==> src/source/conv_mem_pkg.sv <==
// memory package for the binary conv engine, word and address types plus the memory map
package conv_mem_pkg;

	// input, weight and output memories all share one address width
	typedef logic [11:0] mem_addr_t;

	// every memory word is 16 bits
	typedef logic [15:0] mem_data_t;

	// one input-memory word, decoded two ways
	// header words carry a row or column count
	// row words carry one pixel per column, bit c is column c
	typedef union packed {
		mem_data_t count;
		logic [15:0] pix;
	} in_word_u;

	// row count that marks the end of the matrix list
	localparam mem_data_t end_marker = 16'h00FF;

	// kernel bits live in weight word 1
	// word 0 holds the kernel size, always 3x3 here
	localparam mem_addr_t kernel_addr = 12'd1;

endpackage

==> src/source/conv_geom_pkg.sv <==
// geometry package for the binary conv engine, kernel, window and count types
package conv_geom_pkg;

	// column index inside a row word, 0 to 15
	typedef logic [3:0] col_idx_t;

	// nine weight bits, bit 3*kr+kc is weight (kr,kc)
	typedef logic [8:0] kernel_t;

	// one window column, bit kr is row kr of the window
	typedef logic [2:0] tap_bits_t;

	// mismatch count over nine taps, 0 to 9
	typedef logic [3:0] mismatch_t;

	// up to 4 mismatches still means a positive sum
	// 9 taps of +1/-1, sum = 9 - 2*mismatches
	localparam mismatch_t sign_threshold = 4'd4;

endpackage

==> src/source/binconv_top.sv <==
// binary 3x3 conv engine top, connects controller, correlator, tracker and packer
module binconv_top #(
	parameter conv_mem_pkg::mem_addr_t out_base_addr = 12'h000
) (
	input  logic clk,
	input  logic reset_b,
	input  logic dut_run,
	output logic dut_busy,
	output conv_mem_pkg::mem_addr_t dut_sram_read_address,
	input  conv_mem_pkg::mem_data_t sram_dut_read_data,
	output conv_mem_pkg::mem_addr_t dut_wmem_read_address,
	input  conv_mem_pkg::mem_data_t wmem_dut_read_data,
	output conv_mem_pkg::mem_addr_t dut_sram_write_address,
	output conv_mem_pkg::mem_data_t dut_sram_write_data,
	output logic dut_sram_write_enable
);

	// controller to correlator
	logic load_kernel;
	conv_geom_pkg::kernel_t kernel;
	conv_geom_pkg::tap_bits_t taps;

	// issue strobe, shared by correlator and tracker
	logic issue_valid;
	logic row_end;
	conv_geom_pkg::col_idx_t issue_col;
	conv_mem_pkg::mem_addr_t issue_waddr;

	// correlator results
	logic pix_valid;
	logic pix_bit;
	logic pipe_busy;
	logic pipe_empty;

	// tracker results, aligned with pix_valid
	conv_geom_pkg::col_idx_t pix_col;
	logic pix_in_range;
	logic pix_row_end;
	conv_mem_pkg::mem_addr_t pix_waddr;

	// controller holds the run until the pipe is drained
	assign pipe_empty = ~pipe_busy;

	sweep_controller #(
		.out_base_addr(out_base_addr)
	) sweep_controller_inst (
		.clk(clk),
		.reset_b(reset_b),
		.dut_run(dut_run),
		.dut_busy(dut_busy),
		.dut_sram_read_address(dut_sram_read_address),
		.dut_wmem_read_address(dut_wmem_read_address),
		.sram_dut_read_data(sram_dut_read_data),
		.wmem_dut_read_data(wmem_dut_read_data),
		.load_kernel(load_kernel),
		.kernel(kernel),
		.issue_valid(issue_valid),
		.taps(taps),
		.issue_col(issue_col),
		.row_end(row_end),
		.issue_waddr(issue_waddr),
		.pipe_empty(pipe_empty)
	);

	window_correlator window_correlator_inst (
		.clk(clk),
		.reset_b(reset_b),
		.load_kernel(load_kernel),
		.kernel(kernel),
		.issue_valid(issue_valid),
		.taps(taps),
		.row_end(row_end),
		.pix_valid(pix_valid),
		.pix_bit(pix_bit),
		.pipe_busy(pipe_busy)
	);

	position_tracker position_tracker_inst (
		.clk(clk),
		.reset_b(reset_b),
		.issue_valid(issue_valid),
		.issue_col(issue_col),
		.row_end(row_end),
		.issue_waddr(issue_waddr),
		.pix_col(pix_col),
		.pix_in_range(pix_in_range),
		.pix_row_end(pix_row_end),
		.pix_waddr(pix_waddr)
	);

	row_packer row_packer_inst (
		.clk(clk),
		.reset_b(reset_b),
		.pix_valid(pix_valid),
		.pix_bit(pix_bit),
		.pix_col(pix_col),
		.pix_in_range(pix_in_range),
		.pix_row_end(pix_row_end),
		.pix_waddr(pix_waddr),
		.dut_sram_write_address(dut_sram_write_address),
		.dut_sram_write_data(dut_sram_write_data),
		.dut_sram_write_enable(dut_sram_write_enable)
	);

endmodule

==> src/source/sweep_controller.sv <==
// sweep controller, walks matrix headers and rows and issues one window column per cycle
module sweep_controller #(
	parameter conv_mem_pkg::mem_addr_t out_base_addr = '0
) (
	input  logic clk,
	input  logic reset_b,
	input  logic dut_run,
	output logic dut_busy,
	output conv_mem_pkg::mem_addr_t dut_sram_read_address,
	output conv_mem_pkg::mem_addr_t dut_wmem_read_address,
	input  conv_mem_pkg::mem_data_t sram_dut_read_data,
	input  conv_mem_pkg::mem_data_t wmem_dut_read_data,
	output logic load_kernel,
	output conv_geom_pkg::kernel_t kernel,
	output logic issue_valid,
	output conv_geom_pkg::tap_bits_t taps,
	output conv_geom_pkg::col_idx_t issue_col,
	output logic row_end,
	output conv_mem_pkg::mem_addr_t issue_waddr,
	input  logic pipe_empty
);
	import conv_mem_pkg::*;
	import conv_geom_pkg::*;

	// FSM encoding
	localparam logic [3:0] st_idle     = 4'd0;
	localparam logic [3:0] st_hdr_rows = 4'd1;
	localparam logic [3:0] st_hdr_cols = 4'd2;
	localparam logic [3:0] st_row0     = 4'd3;
	localparam logic [3:0] st_row1     = 4'd4;
	localparam logic [3:0] st_row2     = 4'd5;
	localparam logic [3:0] st_sweep    = 4'd6;
	localparam logic [3:0] st_next_row = 4'd7;
	localparam logic [3:0] st_drain    = 4'd8;

	logic [3:0] state;
	// read pointer, always the address on the bus
	mem_addr_t rd_addr;
	mem_addr_t waddr;
	// rows still to fetch after the first three
	logic [3:0] rows_left;
	col_idx_t last_col;
	col_idx_t col;
	// three-row band under the kernel
	mem_data_t row0;
	mem_data_t row1;
	mem_data_t row2;
	in_word_u rd_word;
	logic [3:0] rows_m3;
	col_idx_t cols_m1;

	// same read word, seen as a count or as pixels
	assign rd_word = sram_dut_read_data;
	// 16 wraps to 0 in four bits, so 16-3 and 16-1 still come out right
	assign rows_m3 = rd_word.count[3:0] - 4'd3;
	assign cols_m1 = rd_word.count[3:0] - 4'd1;

	assign dut_sram_read_address = rd_addr;
	// kernel word never moves
	assign dut_wmem_read_address = kernel_addr;
	assign load_kernel = (state == st_hdr_cols);
	assign kernel = wmem_dut_read_data[8:0];

	// column issue straight from the band registers
	assign issue_valid = (state == st_sweep);
	assign taps = {row2[col], row1[col], row0[col]};
	assign issue_col = col;
	assign row_end = issue_valid && (col == last_col);
	assign issue_waddr = waddr;

	always_ff @(posedge clk or negedge reset_b) begin
		if (!reset_b) begin
			state <= st_idle;
			dut_busy <= 1'b0;
			rd_addr <= '0;
			waddr <= '0;
			rows_left <= '0;
			last_col <= '0;
			col <= '0;
		end else begin
			case (state)
				st_idle: begin
					// address 0 is already on the bus
					if (dut_run) begin
						dut_busy <= 1'b1;
						rd_addr <= rd_addr + 12'd1;
						waddr <= out_base_addr;
						state <= st_hdr_rows;
					end
				end
				st_hdr_rows: begin
					if (rd_word.count == end_marker) begin
						state <= st_drain;
					end else begin
						rows_left <= rows_m3;
						rd_addr <= rd_addr + 12'd1;
						state <= st_hdr_cols;
					end
				end
				st_hdr_cols: begin
					last_col <= cols_m1;
					rd_addr <= rd_addr + 12'd1;
					state <= st_row0;
				end
				st_row0: begin
					rd_addr <= rd_addr + 12'd1;
					state <= st_row1;
				end
				st_row1: begin
					rd_addr <= rd_addr + 12'd1;
					state <= st_row2;
				end
				st_row2: begin
					// rd_addr now points at row 3 or the next header
					state <= st_sweep;
				end
				st_sweep: begin
					if (row_end) begin
						col <= '0;
						waddr <= waddr + 12'd1;
						if (rows_left != 4'd0) begin
							rows_left <= rows_left - 4'd1;
							state <= st_next_row;
						end else begin
							// next header was on the bus this cycle
							rd_addr <= rd_addr + 12'd1;
							state <= st_hdr_rows;
						end
					end else begin
						col <= col + 4'd1;
					end
				end
				st_next_row: begin
					rd_addr <= rd_addr + 12'd1;
					state <= st_sweep;
				end
				st_drain: begin
					// last write has to leave the packer first
					if (pipe_empty) begin
						dut_busy <= 1'b0;
						rd_addr <= '0;
						state <= st_idle;
					end
				end
				default: state <= st_idle;
			endcase
		end
	end

	// band registers, shift up by one row per output row
	always_ff @(posedge clk) begin
		case (state)
			st_row0: row0 <= rd_word.pix;
			st_row1: row1 <= rd_word.pix;
			st_row2: row2 <= rd_word.pix;
			st_next_row: begin
				row0 <= row1;
				row1 <= row2;
				row2 <= rd_word.pix;
			end
			default: begin
				row0 <= row0;
			end
		endcase
	end

	// no column leaves once the run is over
	issue_in_run: assert property (@(posedge clk) disable iff (!reset_b)
		issue_valid |-> dut_busy);

endmodule

==> src/source/window_correlator.sv <==
// window correlator, 3x3 binary window against the kernel with a two-stage mismatch count
module window_correlator (
	input  logic clk,
	input  logic reset_b,
	input  logic load_kernel,
	input  conv_geom_pkg::kernel_t kernel,
	input  logic issue_valid,
	input  conv_geom_pkg::tap_bits_t taps,
	input  logic row_end,
	output logic pix_valid,
	output logic pix_bit,
	output logic pipe_busy
);
	import conv_geom_pkg::*;

	kernel_t weights;
	// two older window columns, the live taps are the third
	tap_bits_t col_old;
	tap_bits_t col_mid;
	kernel_t win_flat;
	mismatch_t mism_now;
	mismatch_t mism_s1;
	logic s1_valid;

	always_ff @(posedge clk) begin
		if (load_kernel) begin
			weights <= kernel;
		end
	end

	// slide one column per issue, start fresh on each row
	always_ff @(posedge clk) begin
		if (issue_valid) begin
			if (row_end) begin
				col_old <= '0;
				col_mid <= '0;
			end else begin
				col_old <= col_mid;
				col_mid <= taps;
			end
		end
	end

	// flatten to kernel order, bit 3*kr+kc
	always_comb begin
		for (int kr = 0; kr < 3; kr++) begin
			win_flat[3*kr] = col_old[kr];
			win_flat[3*kr+1] = col_mid[kr];
			win_flat[3*kr+2] = taps[kr];
		end
	end

	// xor marks a -1 product
	always_comb begin
		mism_now = '0;
		for (int k = 0; k < 9; k++) begin
			mism_now = mism_now + {3'b000, win_flat[k] ^ weights[k]};
		end
	end

	always_ff @(posedge clk or negedge reset_b) begin
		if (!reset_b) begin
			s1_valid <= 1'b0;
			pix_valid <= 1'b0;
		end else begin
			s1_valid <= issue_valid;
			pix_valid <= s1_valid;
		end
	end

	// stage 1 count, stage 2 sign
	always_ff @(posedge clk) begin
		mism_s1 <= mism_now;
		pix_bit <= (mism_s1 <= sign_threshold);
	end

	assign pipe_busy = s1_valid | pix_valid;

	// kernel only reloads between sweeps
	kernel_stable: assert property (@(posedge clk) disable iff (!reset_b)
		!(load_kernel && issue_valid));

endmodule

==> src/source/position_tracker.sv <==
// position tracker, carries column, row end and write address beside the correlator
module position_tracker (
	input  logic clk,
	input  logic reset_b,
	input  logic issue_valid,
	input  conv_geom_pkg::col_idx_t issue_col,
	input  logic row_end,
	input  conv_mem_pkg::mem_addr_t issue_waddr,
	output conv_geom_pkg::col_idx_t pix_col,
	output logic pix_in_range,
	output logic pix_row_end,
	output conv_mem_pkg::mem_addr_t pix_waddr
);
	import conv_mem_pkg::*;
	import conv_geom_pkg::*;

	col_idx_t col_s1;
	mem_addr_t waddr_s1;
	logic in_s1;
	logic end_s1;

	// flags qualified by the issue strobe
	always_ff @(posedge clk or negedge reset_b) begin
		if (!reset_b) begin
			in_s1 <= 1'b0;
			end_s1 <= 1'b0;
			pix_in_range <= 1'b0;
			pix_row_end <= 1'b0;
		end else begin
			// window is full from the third column on
			in_s1 <= issue_valid && (issue_col >= col_idx_t'(2));
			end_s1 <= issue_valid && row_end;
			pix_in_range <= in_s1;
			pix_row_end <= end_s1;
		end
	end

	// output bit j sits two columns behind the newest tap
	always_ff @(posedge clk) begin
		col_s1 <= issue_col - col_idx_t'(2);
		waddr_s1 <= issue_waddr;
		pix_col <= col_s1;
		pix_waddr <= waddr_s1;
	end

endmodule

==> src/source/row_packer.sv <==
// row packer, collects result bits into a row word and writes it to output memory
module row_packer (
	input  logic clk,
	input  logic reset_b,
	input  logic pix_valid,
	input  logic pix_bit,
	input  conv_geom_pkg::col_idx_t pix_col,
	input  logic pix_in_range,
	input  logic pix_row_end,
	input  conv_mem_pkg::mem_addr_t pix_waddr,
	output conv_mem_pkg::mem_addr_t dut_sram_write_address,
	output conv_mem_pkg::mem_data_t dut_sram_write_data,
	output logic dut_sram_write_enable
);
	import conv_mem_pkg::*;

	// bits above cols-3 are never set, so they stay 0
	mem_data_t acc;
	mem_data_t merged;
	logic row_done;

	assign row_done = pix_valid && pix_row_end;

	// current pixel folded in, so the last bit rides with the write
	always_comb begin
		merged = acc;
		if (pix_valid && pix_in_range) begin
			merged[pix_col] = pix_bit;
		end
	end

	always_ff @(posedge clk or negedge reset_b) begin
		if (!reset_b) begin
			acc <= '0;
			dut_sram_write_enable <= 1'b0;
		end else begin
			dut_sram_write_enable <= row_done;
			// next row may already be arriving
			if (row_done) begin
				acc <= '0;
			end else begin
				acc <= merged;
			end
		end
	end

	always_ff @(posedge clk) begin
		if (row_done) begin
			dut_sram_write_data <= merged;
			dut_sram_write_address <= pix_waddr;
		end
	end

	// rows are at least three columns apart
	single_write: assert property (@(posedge clk) disable iff (!reset_b)
		dut_sram_write_enable |=> !dut_sram_write_enable);

endmodule

==> config.mk <==
export PLATFORM = sky130hd
export DESIGN_NAME = binconv_top
export DESIGN_NICKNAME = d
export VERILOG_FILES = /design/src/source/conv_mem_pkg.sv /design/src/source/conv_geom_pkg.sv /design/src/source/binconv_top.sv /design/src/source/sweep_controller.sv /design/src/source/window_correlator.sv /design/src/source/position_tracker.sv /design/src/source/row_packer.sv
export SDC_FILE = /design/constraint.sdc
export NUM_CORES = 1
export LEC_CHECK = 0
export ABC_AREA = 1
export BUFFER_PORTS_ARGS = -buffer_cell sky130_fd_sc_hd__buf_2
export CAP_MARGIN = 20
export CORE_MARGIN = 5
export CORE_UTILIZATION = 50
export CTS_CLUSTER_SIZE = 12
export DETAILED_ROUTE_END_ITERATION = 10
export PLACE_DENSITY = 0.77
export SETUP_SLACK_MARGIN = 0.02
export SYNTH_ARGS = -nofsm -noshare
export SYNTH_HDL_FRONTEND = slang
export SYNTH_HIERARCHICAL = 1
export SYNTH_SLANG_ARGS = --single-unit
==> constraint.sdc <==
create_clock -name clk -period 3.2 [get_ports clk]
set_input_delay 0.32 -clock clk [delete_from_list [all_inputs] [get_ports clk]]
set_output_delay 0.32 -clock clk [all_outputs]
set_load 0.05 [all_outputs]
Yosys cells after proc, flatten, opt, wreduce, memory -nomap -nowiden
Cells that the tools add are included.
- bits in registers: 192
- logic and storage cells: 132
- $add $sub $neg: 15
- magnitude comparators: 5
- equality and inequality tests: 16
- mux-type cells: 36
- bitwise operators: 10
- reduce and logical (&&, ||, !) cells: 21
- operators with widths (cell ; number):
    $mux W12 ; 7
    $pmux W16 S2 ; 2
    $pmux W12 S5 ; 1
    $mux W16 ; 2
    $mux W4 ; 8
    $pmux W4 S8 ; 1
    $add A4 B1 Y4 ; 7
    $add A12 B1 Y12 const B ; 2
    $pmux W12 S2 ; 1
    $bwmux W16 ; 1
    $eq A16 B8 Y1 const B ; 1
    $eq A4 B3 Y1 const B ; 4
    $bmux W1 S4 ; 3
    $ne A2 B2 Y1 const B ; 6
    $lt A4 B5 Y1 const B ; 2
    $reduce_bool A2 Y1 ; 5
    $reduce_and A3 Y1 ; 3
    $xor A1 B1 Y1 ; 9
    $eq A4 B2 Y1 const B ; 2
    $pmux W4 S2 ; 1
    $sub A4 B1 Y4 const B ; 2
    $sub A4 B2 Y4 const B ; 2
    $logic_and A1 B1 Y1 ; 6
    $mux W1 ; 6
    19 further kinds ; 19

Depth between registers and ports, before layout
- depth in word-level cells: 10
- mapped depth: 16

Cells and area by module
Netlist, hierarchy kept.
- modules (own cells, without submodules) (module ; times used ; cells each ; area an instance (um^2) ; sequential area each (um^2)):
    sweep_controller ; 1 ; 626 ; 5146.2 ; 2467.4
    row_packer ; 1 ; 185 ; 1859.3 ; 1266.2
    window_correlator ; 1 ; 68 ; 928.4 ; 600.6
    position_tracker ; 1 ; 46 ; 793.3 ; 740.7
    binconv_top ; 1 ; 1 ; 3.8 ; 0.0

Worst setup path before layout
Ideal clock, no wire load.
- kind: register to register
- start: register sweep_controller_inst.col[0] (netlist: sweep_controller_inst/issue_col[0])
- end: register window_correlator_inst.mism_s1[1]
- arrival time: 3.404 ns
- required time: 3.143 ns
- setup slack: -0.261 ns
- stages on the path, launching flop included: 17
- buffers on the path: 2
- period minus slack after synthesis: 3.461 ns
- cell sequence: dfrtp_1 buf_6 inv_6 clkbuf_1 a21oi_1 o21ai_0 nand3_1 nand3_1 nand2_1 xnor2_1 fa_1 fa_1 inv_1 fa_1 inv_1 fa_1 inv_1
- elaborated cells between the ends (all ways): 16
- RTL lines (element ; line ; source):
    start, declared ; sweep_controller.sv:43 ; col_idx_t col;
    start signal, assigned ; sweep_controller.sv:130 ; col <= col + 4'd1;
    $bmux W1 S4 ; sweep_controller.sv:66 ; assign taps = {row2[col], row1[col], row0[col]};
    $mux W1 (not written as such) ; sweep_controller.sv:66 ;
    net taps[2] ; binconv_top.sv:21 ; conv_geom_pkg::tap_bits_t taps;
    $xor A1 B1 Y1 ; window_correlator.sv:57 ; mism_now = mism_now + {3'b000, win_flat[k] ^ weights[k]};
    $add A4 B1 Y4 ; window_correlator.sv:57 ;
    net window_correlator_inst.mism_now[1] ; window_correlator.sv:21 ; mismatch_t mism_now;
    end signal, assigned ; window_correlator.sv:73 ; mism_s1 <= mism_now;
    end, declared ; window_correlator.sv:22 ; mismatch_t mism_s1;
The timed path passes the listed nets, and every way through them passes these cells. The select of a mux whose other input is x is not followed.
A chain may end at the register's enable or synchronous reset.

Worst setup path in the final report
Ends and elaborated chain as after synthesis.

==> metrics.log <==
[metrics] global-route wire length before repair: 27700 um
[metrics] DR pass1 iterations: 5
[metrics] count of non-filler cells in the finished layout: 1246
[metrics] CTS H-tree depth: 4
[metrics] clk sinks: 192
[metrics] number of global-route vias before repair: slightly below 6000
[metrics] Max-slew headroom: between 50% and 60%
[metrics] number of nets with antenna violations after routing: 0
[metrics] power density cells: 941 mW/mm^2
[metrics] type of the worst setup path: reg2reg
[metrics] Final GP Congestion: 0.832
[metrics] first-iteration detailed-routing DRC count: 342
[metrics] CTS tree: done
[metrics] worst slack after detailed placement: -87.9 ps
[metrics] Slowest-stage cell, CP: sky130_fd_sc_hd__fa_1
[metrics] combined buffer and inverter count along the critical path: 5
[metrics] pin count of the biggest net entering global routing: between 40 and 50
[metrics] Setup crit end kind: register
[metrics] number of vias per cell: 4.95
[metrics] HPWL after DPL: 11100 um
[metrics] gate family responsible for the most delay along the worst path: adder cells
[metrics] Netlist cell types: 41
[metrics] Clk pin slew, worst setup/hold paths: 70 ps
[metrics] CP Cell Sequence: buf_6 > inv_2 > o21ai_0 > nand3_1 > nand3_2 > nand2_4 > xnor2_2 > fa_1 > fa_1 > inv_1 > fa_2 > inv_2 > fa_2 > inv_1
[metrics] final-stage net count: about 1100
[metrics] failing checks: setup timing
[metrics] Avg Synthesized Cell Area: 9.43 um^2
[metrics] total of warnings raised by yosys: 6
[metrics] post-route clock skew: 12.6 ps
[metrics] Final Hold Vio Count: 0
[metrics] max_cap viols: 0
[metrics] clock latency on the worst-skew pair: 430 ps
[metrics] required arrival time at the worst endpoint: 3570 ps
[metrics] average detailed-routed wire length per instance: ~13 um
[metrics] Inst Count DP: approximately 1200
[metrics] I/O pin total: a little under 90
[metrics] library cell used as clock root buffer: sky130_fd_sc_hd__clkbuf_16
[metrics] Die Area: slightly above 0.02 mm^2
[metrics] area overhead of the layout relative to synthesis: 13.6%
[metrics] Gate Count Post-Synth: 926
[metrics] slack of the critical path: -75.8 ps
[metrics] number of cell rows: between 40 and 50
[metrics] number of filler instances in the final layout: about 1500
[metrics] setup repair after global routing missed its margin: true
[metrics] post-route minimum period: ~3300 ps
[metrics] total gr overflow: 0
[metrics] hold crit path type: in2reg
[metrics] leading cell types by total area after synthesis: sky130_fd_sc_hd__edfxtp_1, sky130_fd_sc_hd__dfrtp_1, sky130_fd_sc_hd__nand2_1
[metrics] area of the core: 0.0172 mm^2
[metrics] number of CTS-inserted buffers: 17
[metrics] count of state elements after synthesis: 192
[metrics] Data arrival, critical path: around 3600 ps
[metrics] outcome: finished, violations left
[metrics] total track usage: 16.9%
[metrics] share of the synthesized area in the top cell type: 31.3%
[metrics] number of port buffers: 69
[metrics] leakage power total: around 0.0047 uW
[metrics] vertical die dimension: 142 um
[metrics] synthesized cell area: roughly 0.0087 mm^2
[metrics] area leader, netlist: sky130_fd_sc_hd__edfxtp_1
[metrics] transition at the pin with the smallest max-transition slack: 654 ps
[metrics] antenna violations before repair: 0
[metrics] fraction of layout instances using a drive strength above 1: 18.1%
[metrics] post-route DRC violation count: 0
[metrics] horizontal extent of the die: around 140 um
[metrics] crit-path max FO: 8
[metrics] diodes inserted: 0
[metrics] longest individual stage delay on the worst path: 500 ps
[metrics] total routed wirelength: 16300 um
[metrics] via count: 6163
[metrics] share of synthesized area occupied by flip-flops and latches: 58.1%
[metrics] timing-limited maximum frequency: approximately 0.31 GHz
[metrics] Worst IR Drop VDD: between 0.5 and 0.6 mV
[metrics] fin crit share: 102%
[metrics] startpoint class of the critical path: register
[metrics] final setup violating endpoints: 1
[metrics] effective utilization at floorplan: between 50 and 60%
[metrics] max-slew violation count: 0
[metrics] maximum clock insertion buffer count: 2
kinds of logic after synthesis:
family | count (synthesis) | share of synthesized area, %
buf+inv | 175 | 9.24
fa+ha+maj | 14 | 2.44
simple gates | 404 | 20.7
compound gates | 111 | 6.64
xor+xnor | 28 | 2.81
other cells | 2 | 0.0860
flops | 192 | 58.1
synthesized netlist by cell type, drive strengths merged:
master and instances:
a21oi 20, and3 1, buf 35, clkbuf 9
clkinv 1, conb 2, dfrtp 64, dfxtp 37
edfxtp 91, fa 5, ha 9, inv 130
nand2 213, nand3 60, nand3b 2, nand4 12
nor2 110, nor3 2, o211ai 4, o21ai 81
o21bai 5, o22ai 1, or2 4, xnor2 13
xor2 15
cell type report:
cell class,count,area (um^2),share of cell area [%]
clock buffer,17,425,4.29
clock inverter,15,148,1.49
inverter,131,502,5.06
multi-input combinational,569,2930,29.5
sequential,192,5080,51.2
tap,225,282,2.84
timing repair buffer,96,552,5.56
timing repair inverter,1,3.75,0.0379
worst paths after layout:
kind,start,end,slack (ps),depth (start not counted)
min reg2reg,position_tracker_inst/col_s1[2],position_tracker_inst/pix_col[2],330,0
min,wmem_dut_read_data[3],window_correlator_inst/weights[3],70,1
min in group asynchronous,reset_b,row_packer_inst/acc[15],410,2
max reg2reg,sweep_controller_inst/issue_col[0],window_correlator_inst/mism_s1[1],-80,14
max in group asynchronous,reset_b,sweep_controller_inst/rows_left[0],2030,3
max,sweep_controller_inst/issue_col[0],window_correlator_inst/mism_s1[1],-80,14
worst reg2reg max path, stage by stage, from the launching register on:
cell and delay [ps]:
sky130_fd_sc_hd__dfrtp_2 370, sky130_fd_sc_hd__buf_6 150, sky130_fd_sc_hd__inv_2 70, sky130_fd_sc_hd__o21ai_0 220
sky130_fd_sc_hd__nand3_1 150, sky130_fd_sc_hd__nand3_2 130, sky130_fd_sc_hd__nand2_4 70, sky130_fd_sc_hd__xnor2_2 140
sky130_fd_sc_hd__fa_1 500, sky130_fd_sc_hd__fa_1 490, sky130_fd_sc_hd__inv_1 50, sky130_fd_sc_hd__fa_2 350
sky130_fd_sc_hd__inv_2 60, sky130_fd_sc_hd__fa_2 420, sky130_fd_sc_hd__inv_1 60
cell usage in the layout, fill, tap and decap left out, drive strengths merged:
cell type,n
dfrtp,64
conb,12
o211ai,4
and3,1
clkinv,9
o22ai,1
nand3b,2
ha,9
or2,4
buf,95
nor3,2
nand4,12
o21bai,5
o21ai,81
xnor2,13
xor2,15
inv,138
dfxtp,37
fa,5
nand2,213
nand3,60
nor2,110
clkbuf,17
a21oi,20
dlygate4sd3,1
edfxtp,91
metal layers:
metal,global-route usage (%),share of wire [%],vias up
met1,22.0,46,2836
met2,28.0,47,196
met5,0,0,-
met4,6.01,1.9,0
li1,-,-,3104
met3,3.90,5.7,27
power by group:
part / leakage, uW / internal, uW / switching [uW]
logic: 0.00239 / 1350 / 2350
clock network: 0.000284 / 1040 / 977
registers: 0.00204 / 3280 / 345
total: 0.00471 / 5660 / 3670
registers in the layout, summed over array words and instances (netlist names), 3 cells and up:
| signal | cells |
|---|---|
| position_tracker_inst/waddr_s1 | 12 |
| window_correlator_inst/col_mid | 3 |
| sweep_controller_inst/issue_waddr | 12 |
| window_correlator_inst/mism_s1 | 4 |
| window_correlator_inst/col_old | 3 |
| row_packer_inst/dut_sram_write_address | 12 |
| sweep_controller_inst/state | 4 |
| sweep_controller_inst/row2 | 16 |
| sweep_controller_inst/dut_sram_read_address | 12 |
| position_tracker_inst/pix_col | 4 |
| row_packer_inst/dut_sram_write_data | 16 |
| sweep_controller_inst/rows_left | 4 |
| position_tracker_inst/pix_waddr | 12 |
| sweep_controller_inst/last_col | 4 |
| position_tracker_inst/col_s1 | 4 |
| sweep_controller_inst/row0 | 16 |
| row_packer_inst/acc | 16 |
| sweep_controller_inst/row1 | 16 |
| window_correlator_inst/weights | 9 |
| sweep_controller_inst/issue_col | 4 |
through the flow:
| step | setup TNS [ps] | utilization, % | total power [uW] | cell area [um^2] | hold WS [ps] |
|---|---|---|---|---|---|
| after global placement | -22.0 | 53.6 | 6920 | 9250 | 312 |
| after floorplan | 0 | - | 6340 | 8800 | 24.4 |
| final | -75.8 | 57.5 | 9330 | 9920 | 70.4 |
| after detailed placement | -131 | 53.6 | 7060 | 9250 | 312 |
| after global routing | -340 | 57.5 | 10100 | 9920 | 44.5 |
| after CTS | 0 | 57.3 | 9170 | 9870 | 45.2 |
repair_timing:
action / 4_1_cts / 5_1_grt
hold endpoints to repair: 20 / 0
gates cloned: 1 / 0
endpoints found under the setup margin: 2 / 2
setup buffers: 5 / 2
pin swaps: 3 / 4
hold buffers: 1 / 0
gates resized for setup: 6 / 9
(Power assumes the default switching activity.)
